File: config.mk
export PLATFORM = sky130hd
export DESIGN_NAME = id_stage
export DESIGN_NICKNAME = d
export VERILOG_FILES = /design/src/hdl/mips_pkg.sv /design/src/hdl/id_stage.sv /design/src/hdl/id_ex_reg.sv /design/src/hdl/operand_fwd.sv /design/src/hdl/inst_decoder.sv
export VERILOG_INCLUDE_DIRS = /design/src /design/src/hdl
export SDC_FILE = /design/constraint.sdc
export NUM_CORES = 1
export LEC_CHECK = 0
export ABC_CLOCK_PERIOD_IN_PS = 2400
export BUFFER_PORTS_ARGS = -buffer_cell sky130_fd_sc_hd__buf_2
export CELL_PAD_IN_SITES_DETAIL_PLACEMENT = 0
export CELL_PAD_IN_SITES_GLOBAL_PLACEMENT = 1
export CORE_UTILIZATION = 28
export CTS_BUF_LIST = sky130_fd_sc_hd__clkbuf_4 sky130_fd_sc_hd__clkbuf_8 sky130_fd_sc_hd__clkbuf_16
export DETAILED_ROUTE_END_ITERATION = 12
export PLACE_DENSITY_LB_ADDON = 0.1
export SLEW_MARGIN = 10
export SYNTH_ARGS = -nofsm -noshare
export SYNTH_HDL_FRONTEND = slang
export SYNTH_SLANG_ARGS = --single-unit
File: constraint.sdc
create_clock -name clk -period 2.4 [get_ports clk]
set_input_delay 0.48 -clock clk [delete_from_list [all_inputs] [get_ports clk]]
set_output_delay 0.48 -clock clk [all_outputs]
set_load 0.1 [all_outputs]
File: src/hdl/mips_consts.svh
`ifndef MIPS_CONSTS_SVH
`define MIPS_CONSTS_SVH

// datapath widths
`define MIPS_DATA_W 32
`define MIPS_INST_W 32

// register file addressing
`define MIPS_REG_ADDR_W 5

// immediate and shift amount fields
`define MIPS_IMM_W 16
`define MIPS_SHAMT_W 5

// instruction field positions, lsb of each field
//   R-type: | op | rs | rt | rd | shamt | funct |
//   I-type: | op | rs | rt | immediate          |
`define MIPS_RS_LSB 21
`define MIPS_RT_LSB 16
`define MIPS_RD_LSB 11
`define MIPS_SHAMT_LSB 6
`define MIPS_OP_LSB 26

// $zero, also the destination of a bubble
`define MIPS_NOP_REG 5'd0

`endif
File: src/hdl/mips_pkg.sv
`include "mips_consts.svh"

`default_nettype none

package mips_pkg;

    // primary opcode, inst[31:26]
    typedef enum logic [5:0] {
        op_special = 6'b000000,
        op_andi    = 6'b001100,
        op_ori     = 6'b001101,
        op_xori    = 6'b001110,
        op_lui     = 6'b001111,
        op_pref    = 6'b110011
    } opcode_e;

    // function code of special instructions, inst[5:0]
    typedef enum logic [5:0] {
        fn_sll  = 6'b000000,
        fn_srl  = 6'b000010,
        fn_sra  = 6'b000011,
        fn_sllv = 6'b000100,
        fn_srlv = 6'b000110,
        fn_srav = 6'b000111,
        fn_sync = 6'b001111,
        fn_and  = 6'b100100,
        fn_or   = 6'b100101,
        fn_xor  = 6'b100110,
        fn_nor  = 6'b100111
    } funct_e;

    // operation subtype seen by the ALU
    typedef enum logic [7:0] {
        alu_nop = 8'b00000000,
        alu_srl = 8'b00000010,
        alu_sra = 8'b00000011,
        alu_and = 8'b00100100,
        alu_or  = 8'b00100101,
        alu_xor = 8'b00100110,
        alu_nor = 8'b00100111,
        alu_sll = 8'b01111100
    } alu_op_e;

    // result class, picks the EX result mux
    typedef enum logic [2:0] {
        sel_nop   = 3'b000,
        sel_logic = 3'b001,
        sel_shift = 3'b010
    } alu_sel_e;

    // one register file read port request
    typedef struct packed {
        logic                        re;
        logic [`MIPS_REG_ADDR_W-1:0] addr;
    } rf_read_t;

    // pending register write from a later stage
    typedef struct packed {
        logic                        we;
        logic [`MIPS_REG_ADDR_W-1:0] waddr;
        logic [`MIPS_DATA_W-1:0]     wdata;
    } wb_fwd_t;

    // control half of ID/EX
    typedef struct packed {
        alu_op_e                     alu_op;
        alu_sel_e                    alu_sel;
        logic [`MIPS_REG_ADDR_W-1:0] wd;
        logic                        wreg;
    } ex_ctrl_t;

endpackage

`default_nettype wire

File: src/hdl/id_stage.sv
`include "mips_consts.svh"

`default_nettype none

module id_stage (
    input  wire logic                     clk,
    input  wire logic                     rst_n_i,
    input  wire logic [`MIPS_INST_W-1:0]  inst_i,
    input  wire logic [`MIPS_DATA_W-1:0]  reg1_data_i,
    input  wire logic [`MIPS_DATA_W-1:0]  reg2_data_i,
    input  wire mips_pkg::wb_fwd_t        ex_fwd_i,
    input  wire mips_pkg::wb_fwd_t        mem_fwd_i,
    output mips_pkg::rf_read_t            rf_rd1_o,
    output mips_pkg::rf_read_t            rf_rd2_o,
    output mips_pkg::ex_ctrl_t            ex_ctrl_o,
    output logic [`MIPS_DATA_W-1:0]       reg1_o,
    output logic [`MIPS_DATA_W-1:0]       reg2_o
);

    import mips_pkg::*;

    ex_ctrl_t                dec_ctrl;
    logic [`MIPS_DATA_W-1:0] dec_imm;
    logic [`MIPS_DATA_W-1:0] opnd1;
    logic [`MIPS_DATA_W-1:0] opnd2;

    // read requests leave the stage combinationally
    inst_decoder u_decoder (
        .inst_i (inst_i),
        .ctrl_o (dec_ctrl),
        .rd1_o  (rf_rd1_o),
        .rd2_o  (rf_rd2_o),
        .imm_o  (dec_imm)
    );

    // operand 1, rs side
    operand_fwd u_fwd1 (
        .rd_i      (rf_rd1_o),
        .rf_data_i (reg1_data_i),
        .imm_i     (dec_imm),
        .ex_fwd_i  (ex_fwd_i),
        .mem_fwd_i (mem_fwd_i),
        .operand_o (opnd1)
    );

    // operand 2, rt side
    operand_fwd u_fwd2 (
        .rd_i      (rf_rd2_o),
        .rf_data_i (reg2_data_i),
        .imm_i     (dec_imm),
        .ex_fwd_i  (ex_fwd_i),
        .mem_fwd_i (mem_fwd_i),
        .operand_o (opnd2)
    );

    id_ex_reg u_id_ex (
        .clk     (clk),
        .rst_n_i (rst_n_i),
        .ctrl_i  (dec_ctrl),
        .reg1_i  (opnd1),
        .reg2_i  (opnd2),
        .ctrl_o  (ex_ctrl_o),
        .reg1_o  (reg1_o),
        .reg2_o  (reg2_o)
    );

endmodule

`default_nettype wire

File: src/hdl/id_ex_reg.sv
`include "mips_consts.svh"

`default_nettype none

module id_ex_reg (
    input  wire logic                     clk,
    input  wire logic                     rst_n_i,
    input  wire mips_pkg::ex_ctrl_t       ctrl_i,
    input  wire logic [`MIPS_DATA_W-1:0]  reg1_i,
    input  wire logic [`MIPS_DATA_W-1:0]  reg2_i,
    output mips_pkg::ex_ctrl_t            ctrl_o,
    output logic [`MIPS_DATA_W-1:0]       reg1_o,
    output logic [`MIPS_DATA_W-1:0]       reg2_o
);

    import mips_pkg::*;

    always_ff @(posedge clk or negedge rst_n_i) begin
        if (!rst_n_i) begin
            // bubble into EX
            ctrl_o.alu_op  <= alu_nop;
            ctrl_o.alu_sel <= sel_nop;
            ctrl_o.wd      <= `MIPS_NOP_REG;
            ctrl_o.wreg    <= 1'b0;
            reg1_o         <= '0;
            reg2_o         <= '0;
        end else begin
            ctrl_o <= ctrl_i;
            reg1_o <= reg1_i;
            reg2_o <= reg2_i;
        end
    end

endmodule

`default_nettype wire

File: src/hdl/operand_fwd.sv
`include "mips_consts.svh"

`default_nettype none

module operand_fwd (
    input  wire mips_pkg::rf_read_t        rd_i,
    input  wire logic [`MIPS_DATA_W-1:0]   rf_data_i,
    input  wire logic [`MIPS_DATA_W-1:0]   imm_i,
    input  wire mips_pkg::wb_fwd_t         ex_fwd_i,
    input  wire mips_pkg::wb_fwd_t         mem_fwd_i,
    output logic [`MIPS_DATA_W-1:0]        operand_o
);

    logic ex_hit;
    logic mem_hit;

    // a later stage is about to write the register we read
    assign ex_hit  = ex_fwd_i.we && (ex_fwd_i.waddr == rd_i.addr);
    assign mem_hit = mem_fwd_i.we && (mem_fwd_i.waddr == rd_i.addr);

    always_comb begin
        if (!rd_i.re) begin
            // idle port carries the immediate
            operand_o = imm_i;
        end else if (ex_hit) begin
            // youngest result wins
            operand_o = ex_fwd_i.wdata;
        end else if (mem_hit) begin
            operand_o = mem_fwd_i.wdata;
        end else begin
            operand_o = rf_data_i;
        end
    end

endmodule

`default_nettype wire

File: src/hdl/inst_decoder.sv
`include "mips_consts.svh"

`default_nettype none

module inst_decoder (
    input  wire logic [`MIPS_INST_W-1:0] inst_i,
    output mips_pkg::ex_ctrl_t           ctrl_o,
    output mips_pkg::rf_read_t           rd1_o,
    output mips_pkg::rf_read_t           rd2_o,
    output logic [`MIPS_DATA_W-1:0]      imm_o
);

    import mips_pkg::*;

    opcode_e                     op;
    funct_e                      fn;
    logic [`MIPS_REG_ADDR_W-1:0] rs;
    logic [`MIPS_REG_ADDR_W-1:0] rt;
    logic [`MIPS_REG_ADDR_W-1:0] rd;
    logic [`MIPS_SHAMT_W-1:0]    shamt;
    logic [`MIPS_IMM_W-1:0]      imm16;

    // instruction fields
    assign op    = opcode_e'(inst_i[`MIPS_OP_LSB +: $bits(opcode_e)]);
    assign fn    = funct_e'(inst_i[$bits(funct_e)-1:0]);
    assign rs    = inst_i[`MIPS_RS_LSB +: `MIPS_REG_ADDR_W];
    assign rt    = inst_i[`MIPS_RT_LSB +: `MIPS_REG_ADDR_W];
    assign rd    = inst_i[`MIPS_RD_LSB +: `MIPS_REG_ADDR_W];
    assign shamt = inst_i[`MIPS_SHAMT_LSB +: `MIPS_SHAMT_W];
    assign imm16 = inst_i[`MIPS_IMM_W-1:0];

    always_comb begin
        // defaults give a bubble writing nowhere
        ctrl_o.alu_op  = alu_nop;
        ctrl_o.alu_sel = sel_nop;
        ctrl_o.wd      = rd;
        ctrl_o.wreg    = 1'b0;
        // addresses follow rs/rt even when the port is idle
        rd1_o.re       = 1'b0;
        rd1_o.addr     = rs;
        rd2_o.re       = 1'b0;
        rd2_o.addr     = rt;
        imm_o          = '0;

        case (op)
            op_special: begin
                case (fn)
                    fn_and, fn_or, fn_xor, fn_nor, fn_sllv, fn_srlv, fn_srav: begin
                        if (shamt == '0) begin
                            ctrl_o.wreg = 1'b1;
                            rd1_o.re    = 1'b1;
                            rd2_o.re    = 1'b1;
                            case (fn)
                                fn_and:  ctrl_o.alu_op = alu_and;
                                fn_or:   ctrl_o.alu_op = alu_or;
                                fn_xor:  ctrl_o.alu_op = alu_xor;
                                fn_nor:  ctrl_o.alu_op = alu_nor;
                                fn_sllv: ctrl_o.alu_op = alu_sll;
                                fn_srlv: ctrl_o.alu_op = alu_srl;
                                default: ctrl_o.alu_op = alu_sra;
                            endcase
                            // variable shifts take the amount from rs
                            if (fn == fn_sllv || fn == fn_srlv || fn == fn_srav) begin
                                ctrl_o.alu_sel = sel_shift;
                            end else begin
                                ctrl_o.alu_sel = sel_logic;
                            end
                        end
                    end
                    // shift by shamt, only legal with rs field clear
                    fn_sll, fn_srl, fn_sra: begin
                        if (rs == '0) begin
                            ctrl_o.wreg    = 1'b1;
                            ctrl_o.alu_sel = sel_shift;
                            rd2_o.re       = 1'b1;
                            imm_o          = {{(`MIPS_DATA_W-`MIPS_SHAMT_W){1'b0}}, shamt};
                            case (fn)
                                fn_sll:  ctrl_o.alu_op = alu_sll;
                                fn_srl:  ctrl_o.alu_op = alu_srl;
                                default: ctrl_o.alu_op = alu_sra;
                            endcase
                        end
                    end
                    // in-order core, so sync behaves as a nop
                    fn_sync: begin
                        if (shamt == '0) begin
                            ctrl_o.wreg   = 1'b1;
                            ctrl_o.alu_op = alu_or;
                        end
                    end
                    default: begin
                    end
                endcase
            end
            op_ori, op_andi, op_xori: begin
                ctrl_o.wreg    = 1'b1;
                ctrl_o.alu_sel = sel_logic;
                ctrl_o.wd      = rt;
                rd1_o.re       = 1'b1;
                imm_o          = {{(`MIPS_DATA_W-`MIPS_IMM_W){1'b0}}, imm16};
                case (op)
                    op_ori:  ctrl_o.alu_op = alu_or;
                    op_andi: ctrl_o.alu_op = alu_and;
                    default: ctrl_o.alu_op = alu_xor;
                endcase
            end
            // lui is an or with the immediate in the upper half
            op_lui: begin
                ctrl_o.wreg    = 1'b1;
                ctrl_o.alu_op  = alu_or;
                ctrl_o.alu_sel = sel_logic;
                ctrl_o.wd      = rt;
                rd1_o.re       = 1'b1;
                imm_o          = {imm16, {(`MIPS_DATA_W-`MIPS_IMM_W){1'b0}}};
            end
            // no cache yet, prefetch does nothing
            op_pref: begin
                ctrl_o.wreg = 1'b1;
            end
            default: begin
            end
        endcase
    end

endmodule

`default_nettype wire

# After elaboration in Yosys (flattened, before gate mapping)
# Index checks and enable logic that the tools add are counted.
# classes
n_eq_ne,19
mux,28
reduce_logical,16
# ops
op,n
$mux 32,7
$pmux 32 s3,1
$pmux 7 s6,1
$pmux 11 s3,1
$eq 6x4->1 const B,5
$eq 6x6->1 const B,5
$pmux 8 s3,1
$mux 11,2
$eq 5x5->1,4
$eq 6x3->1 const B,3
$pmux 7 s2,1
$eq 6x2->1 const B,2
$logic_not 6->1,2
$logic_not 5->1,2
$mux 5,2
$pmux 1 s2,4
$reduce_or 8->1,1
$reduce_or 7->1,1
$mux 6,1
$pmux 3 s2,1
$reduce_or 3->1,2
$reduce_or 5->1,1
$logic_and 1x1->1,4
$mux 1,4
other kinds (4),5
# totals
ff_bits,81
inputBits,174

# Longest topological paths before layout
# depth
depth_word,7
ltp_mapped,7
mapped_depth_nobuf,5

# Hierarchy
# From an unflattened synthesis, not the netlist that was laid out.
# hier_totals
cells_unflattened,529
hier_area_um2,5416.4
# by_module_without_submodules
module,n_inst,cells_per_inst,area_per_inst_um2
operand_fwd,2,161,1298.7
id_ex_reg,1,81,2026.9
inst_decoder,1,126,792.0

# Least setup slack after synthesis
# Ideal clock, no wire load.
# synth_path
kind,input -> output
start,input port inst_i[7]
end,output port rf_rd1_o[5] (netlist bit)
arrival_ps,2320
t_required_ps,1920
slack_ps,-400
stages,4
n_path_buf,1
path_cell_list,nor4_1 -> nand3b_1 -> o21ai_1 -> clkbuf_1
# synth_rtl
item,line,text
from (decl),id_stage.sv:8,"input wire logic [`MIPS_INST_W-1:0] inst_i,"
to (decl),id_stage.sv:13,"output mips_pkg::rf_read_t rf_rd1_o,"

==> results by group <==
Critical path
  – Crit start category: primary input
  – CP Capture Type: primary output
  – Most frequent CP cell: or4_4
  – Worst Path Max Fanout: 3
  – CP peak stage delay: 550 ps
  – Bufs and invs on worst path: 2
  – Arr. time, crit path: roughly 2000 ps
  – Setup CP Type: in -> out
  – Crit-path cells: buf_6 -> or4_4 -> or4_4 -> a21oi_4 -> buf_12
  – Slowest-stage cell, CP: or4_4
  – CP required: 1920 ps
  – Delay-heaviest family, CP: simple AND/OR/NAND/NOR gates

Detailed routing
  – Total number of vias: 4407
  – Routed len/inst: 20.26 um
  – Pre-antenna DRT Iters: 4
  – Routed WL: 17630 um
  – # DRC: 0
  – Via-to-Cell Ratio: 5.066
  – Iteration-0 DRC Markers: 242
  – Post-DRT Antenna Nets: 0

Clock tree
  – Clk sinks: 76
  – CTS buffer count: 9
  – Hold_buf cts: 0
  – CTS max path bufs: 2
  – Root buffer cell: clkbuf_16
  – CTS tree: built
  – Worst-path clk slew: 60 ps
  – H-tree levels: 3

Floorplan
  – Die area: 15800 sq um
  – IO Pins: 267
  – Die width: 125.7 um
  – Die H: 125.7 um
  – Core Area: 14750 sq um
  – Num rows: 44
  – Starting Density: 0.2905

Yosys
  – Count leader, synth: dfrtp_1
  – Syn Inst Count: 422
  – Most common library cells after synthesis: dfrtp_1, mux2i_1, o21ai_1, o21ai_0, a21oi_1
  – Yosys Warn Count: 0
  – Cell Area, Synth: 4285 sq um
  – Cell type with the largest total area after synthesis: dfrtp_1
  – Distinct cells, synth: 51
  – Async SR Flop Fraction: 1.000
  – Synthesized area per cell: slightly above 10 sq um
  – Seq cells post-synth: between 70 and 80
  – Post-synth EDFFs: 0
  – Largest cells by area after synthesis: dfrtp_1, mux2i_1, a32oi_1, o21ai_1, o21ai_0
  – Post-synth top flop: dfrtp_1
  – Yosys top cell area share: 0.4438
  – Register area share after synthesis: 0.4438

Timing
  – Fin Hold WS: 131.4 ps
  – Fmax: 406.6 MHz
  – Worst slew margin: 0.4920
  – Post-route setup slack: -59.40 ps
  – Setup violators final: 1
  – Slew Viols, Final: 0
  – Tcrit/Tclk final: 1.025
  – RSZ-0062 raised after global routing: yes
  – Crit path time final: approximately 2500 ps
  – Worst slew pin tran: 759.2 ps
  – Fin Setup TNS: -59.40 ps
  – Fin. Hold Viols: 0

Global route
  – First-pass GRT wire length: 26060 um
  – Largest net degree at the start of global routing: 60
  – Number of global-route vias before repair: 4526
  – Initial antenna violation count: 0
  – All-Layer GR Usage: 0.2236
  – Overflow after GRT: 0

Final layout
  – Synthesis-to-finish area growth: 44.58%
  – Nets: about 860
  – Design area: approximately 6200 sq um
  – Antenna cells: 0
  – Share of cells above drive strength 1: 0.4781
  – Final design utilization: 0.4199

Power and ir drop
  – Pwr Total: 3.532 mW
  – Pwr dens: 570.1 nW/um^2
  – Static leakage: 3.452 nW
  – Peak supply drop: 0.3256 mV

Place
  – Post-DP HPWL: 13840 um
  – Placed Area: approximately 5800 sq um
  – Port Buffer Count: 264
  – Placer Congestion: 0.8624

Outcome
  – Failing checks: negative setup slack
  – Outcome: finished with violations

Flow run
  – Max cap viols: 0

Worst hold path
  – Path type of the worst min-delay path: in -> async
through the flow:
step           setup WS [ps]  cells
6_report              -59.40    870
5_1_grt               -77.86    870
4_1_cts               -89.81    869
3_5_place_dp          -121.9    852
3_3_place_gp          -101.5    852
2_1_floorplan         -17.95    423
cell families (layout without fill, tap and decap cells):
kind of cell	after synthesis	count (layout)	share of synthesized area
AOI/OAI and AO/OA	153	153	0.2222
DFF	76	76	0.4438
and+or+nand+nor	65	65	0.09052
muxes	56	56	0.1323
buffers and inverters	51	314	0.06949
xor gates and xnor gates	20	20	0.04088
other	1	2	0.0008751
repair_timing:
| item | in CTS | in global routing |
|---|---|---|
| pin swaps | 1 | 1 |
| setup buffers | 1 | 1 |
| endpoints found under the setup margin | 1 | 2 |
| resized for setup | 1 | 1 |
| gates cloned | 0 | 0 |
state kept, by name, summed over array words and instances (netlist names):
name / flops
u_id_ex.reg2_o: 32
u_id_ex.ctrl_o: 12
u_id_ex.reg1_o: 32
report_power, final:
part           internal (mW)  leakage (nW)  switching (mW)
logic                  0.226          2.25           0.505
registers               1.30          1.04         0.00570
clock network          0.925         0.160           0.568
cell type report:
| cell class | instances | area [sq um] |
|---|---|---|
| Clock buffer | 10 | 232.7 |
| Clock inverter | 6 | 87.58 |
| Fill cell | 1510 | 8558 |
| Inverter | 5 | 18.77 |
| Multi-Input combinational cell | 296 | 2110 |
| Sequential cell | 76 | 1902 |
| Tap cell | 184 | 230.2 |
| Timing Repair Buffer | 293 | 1615 |
metal layers:
layer / global-route usage / wire, um
met5: 0 / 0
met4: 0.04089 / 109
met3: 0.05183 / 1024
met2: 0.3961 / 8810
met1: 0.2781 / 7683
worst paths after layout:
| check | cells after the start | start | slack, ps | endpoint |
|---|---|---|---|---|
| worst max-delay path | 5 | inst_i[21] | -60 | rf_rd2_o[5] |
| worst min-delay path | 1 | rst_n_i | 130 | u_id_ex.reg1_o[12] |
| max in group asynchronous | 2 | rst_n_i | 1630 | u_id_ex.reg1_o[31] |
| min in group clk | 2 | inst_i[26] | 410 | u_id_ex.ctrl_o[10] |
placed cells by master, fill, tap and decap left out, types with 5 or more instances in the layout:
cell and count:
nor2_1 7, o21ai_1 37, a21oi_1 30, mux2_2 5, a32oi_1 24, clkbuf_16 9, xnor2_1 14, o21ai_0 36
buf_2 260, and2_1 9, mux2i_1 51, nand3_1 7, o2bb2ai_1 5, inv_1 5, xor2_1 6, nand2_1 10
buf_12 5, dfrtp_1 76, buf_4 27, a221oi_1 13
No activity file was read; power rests on OpenSTA's default activity.
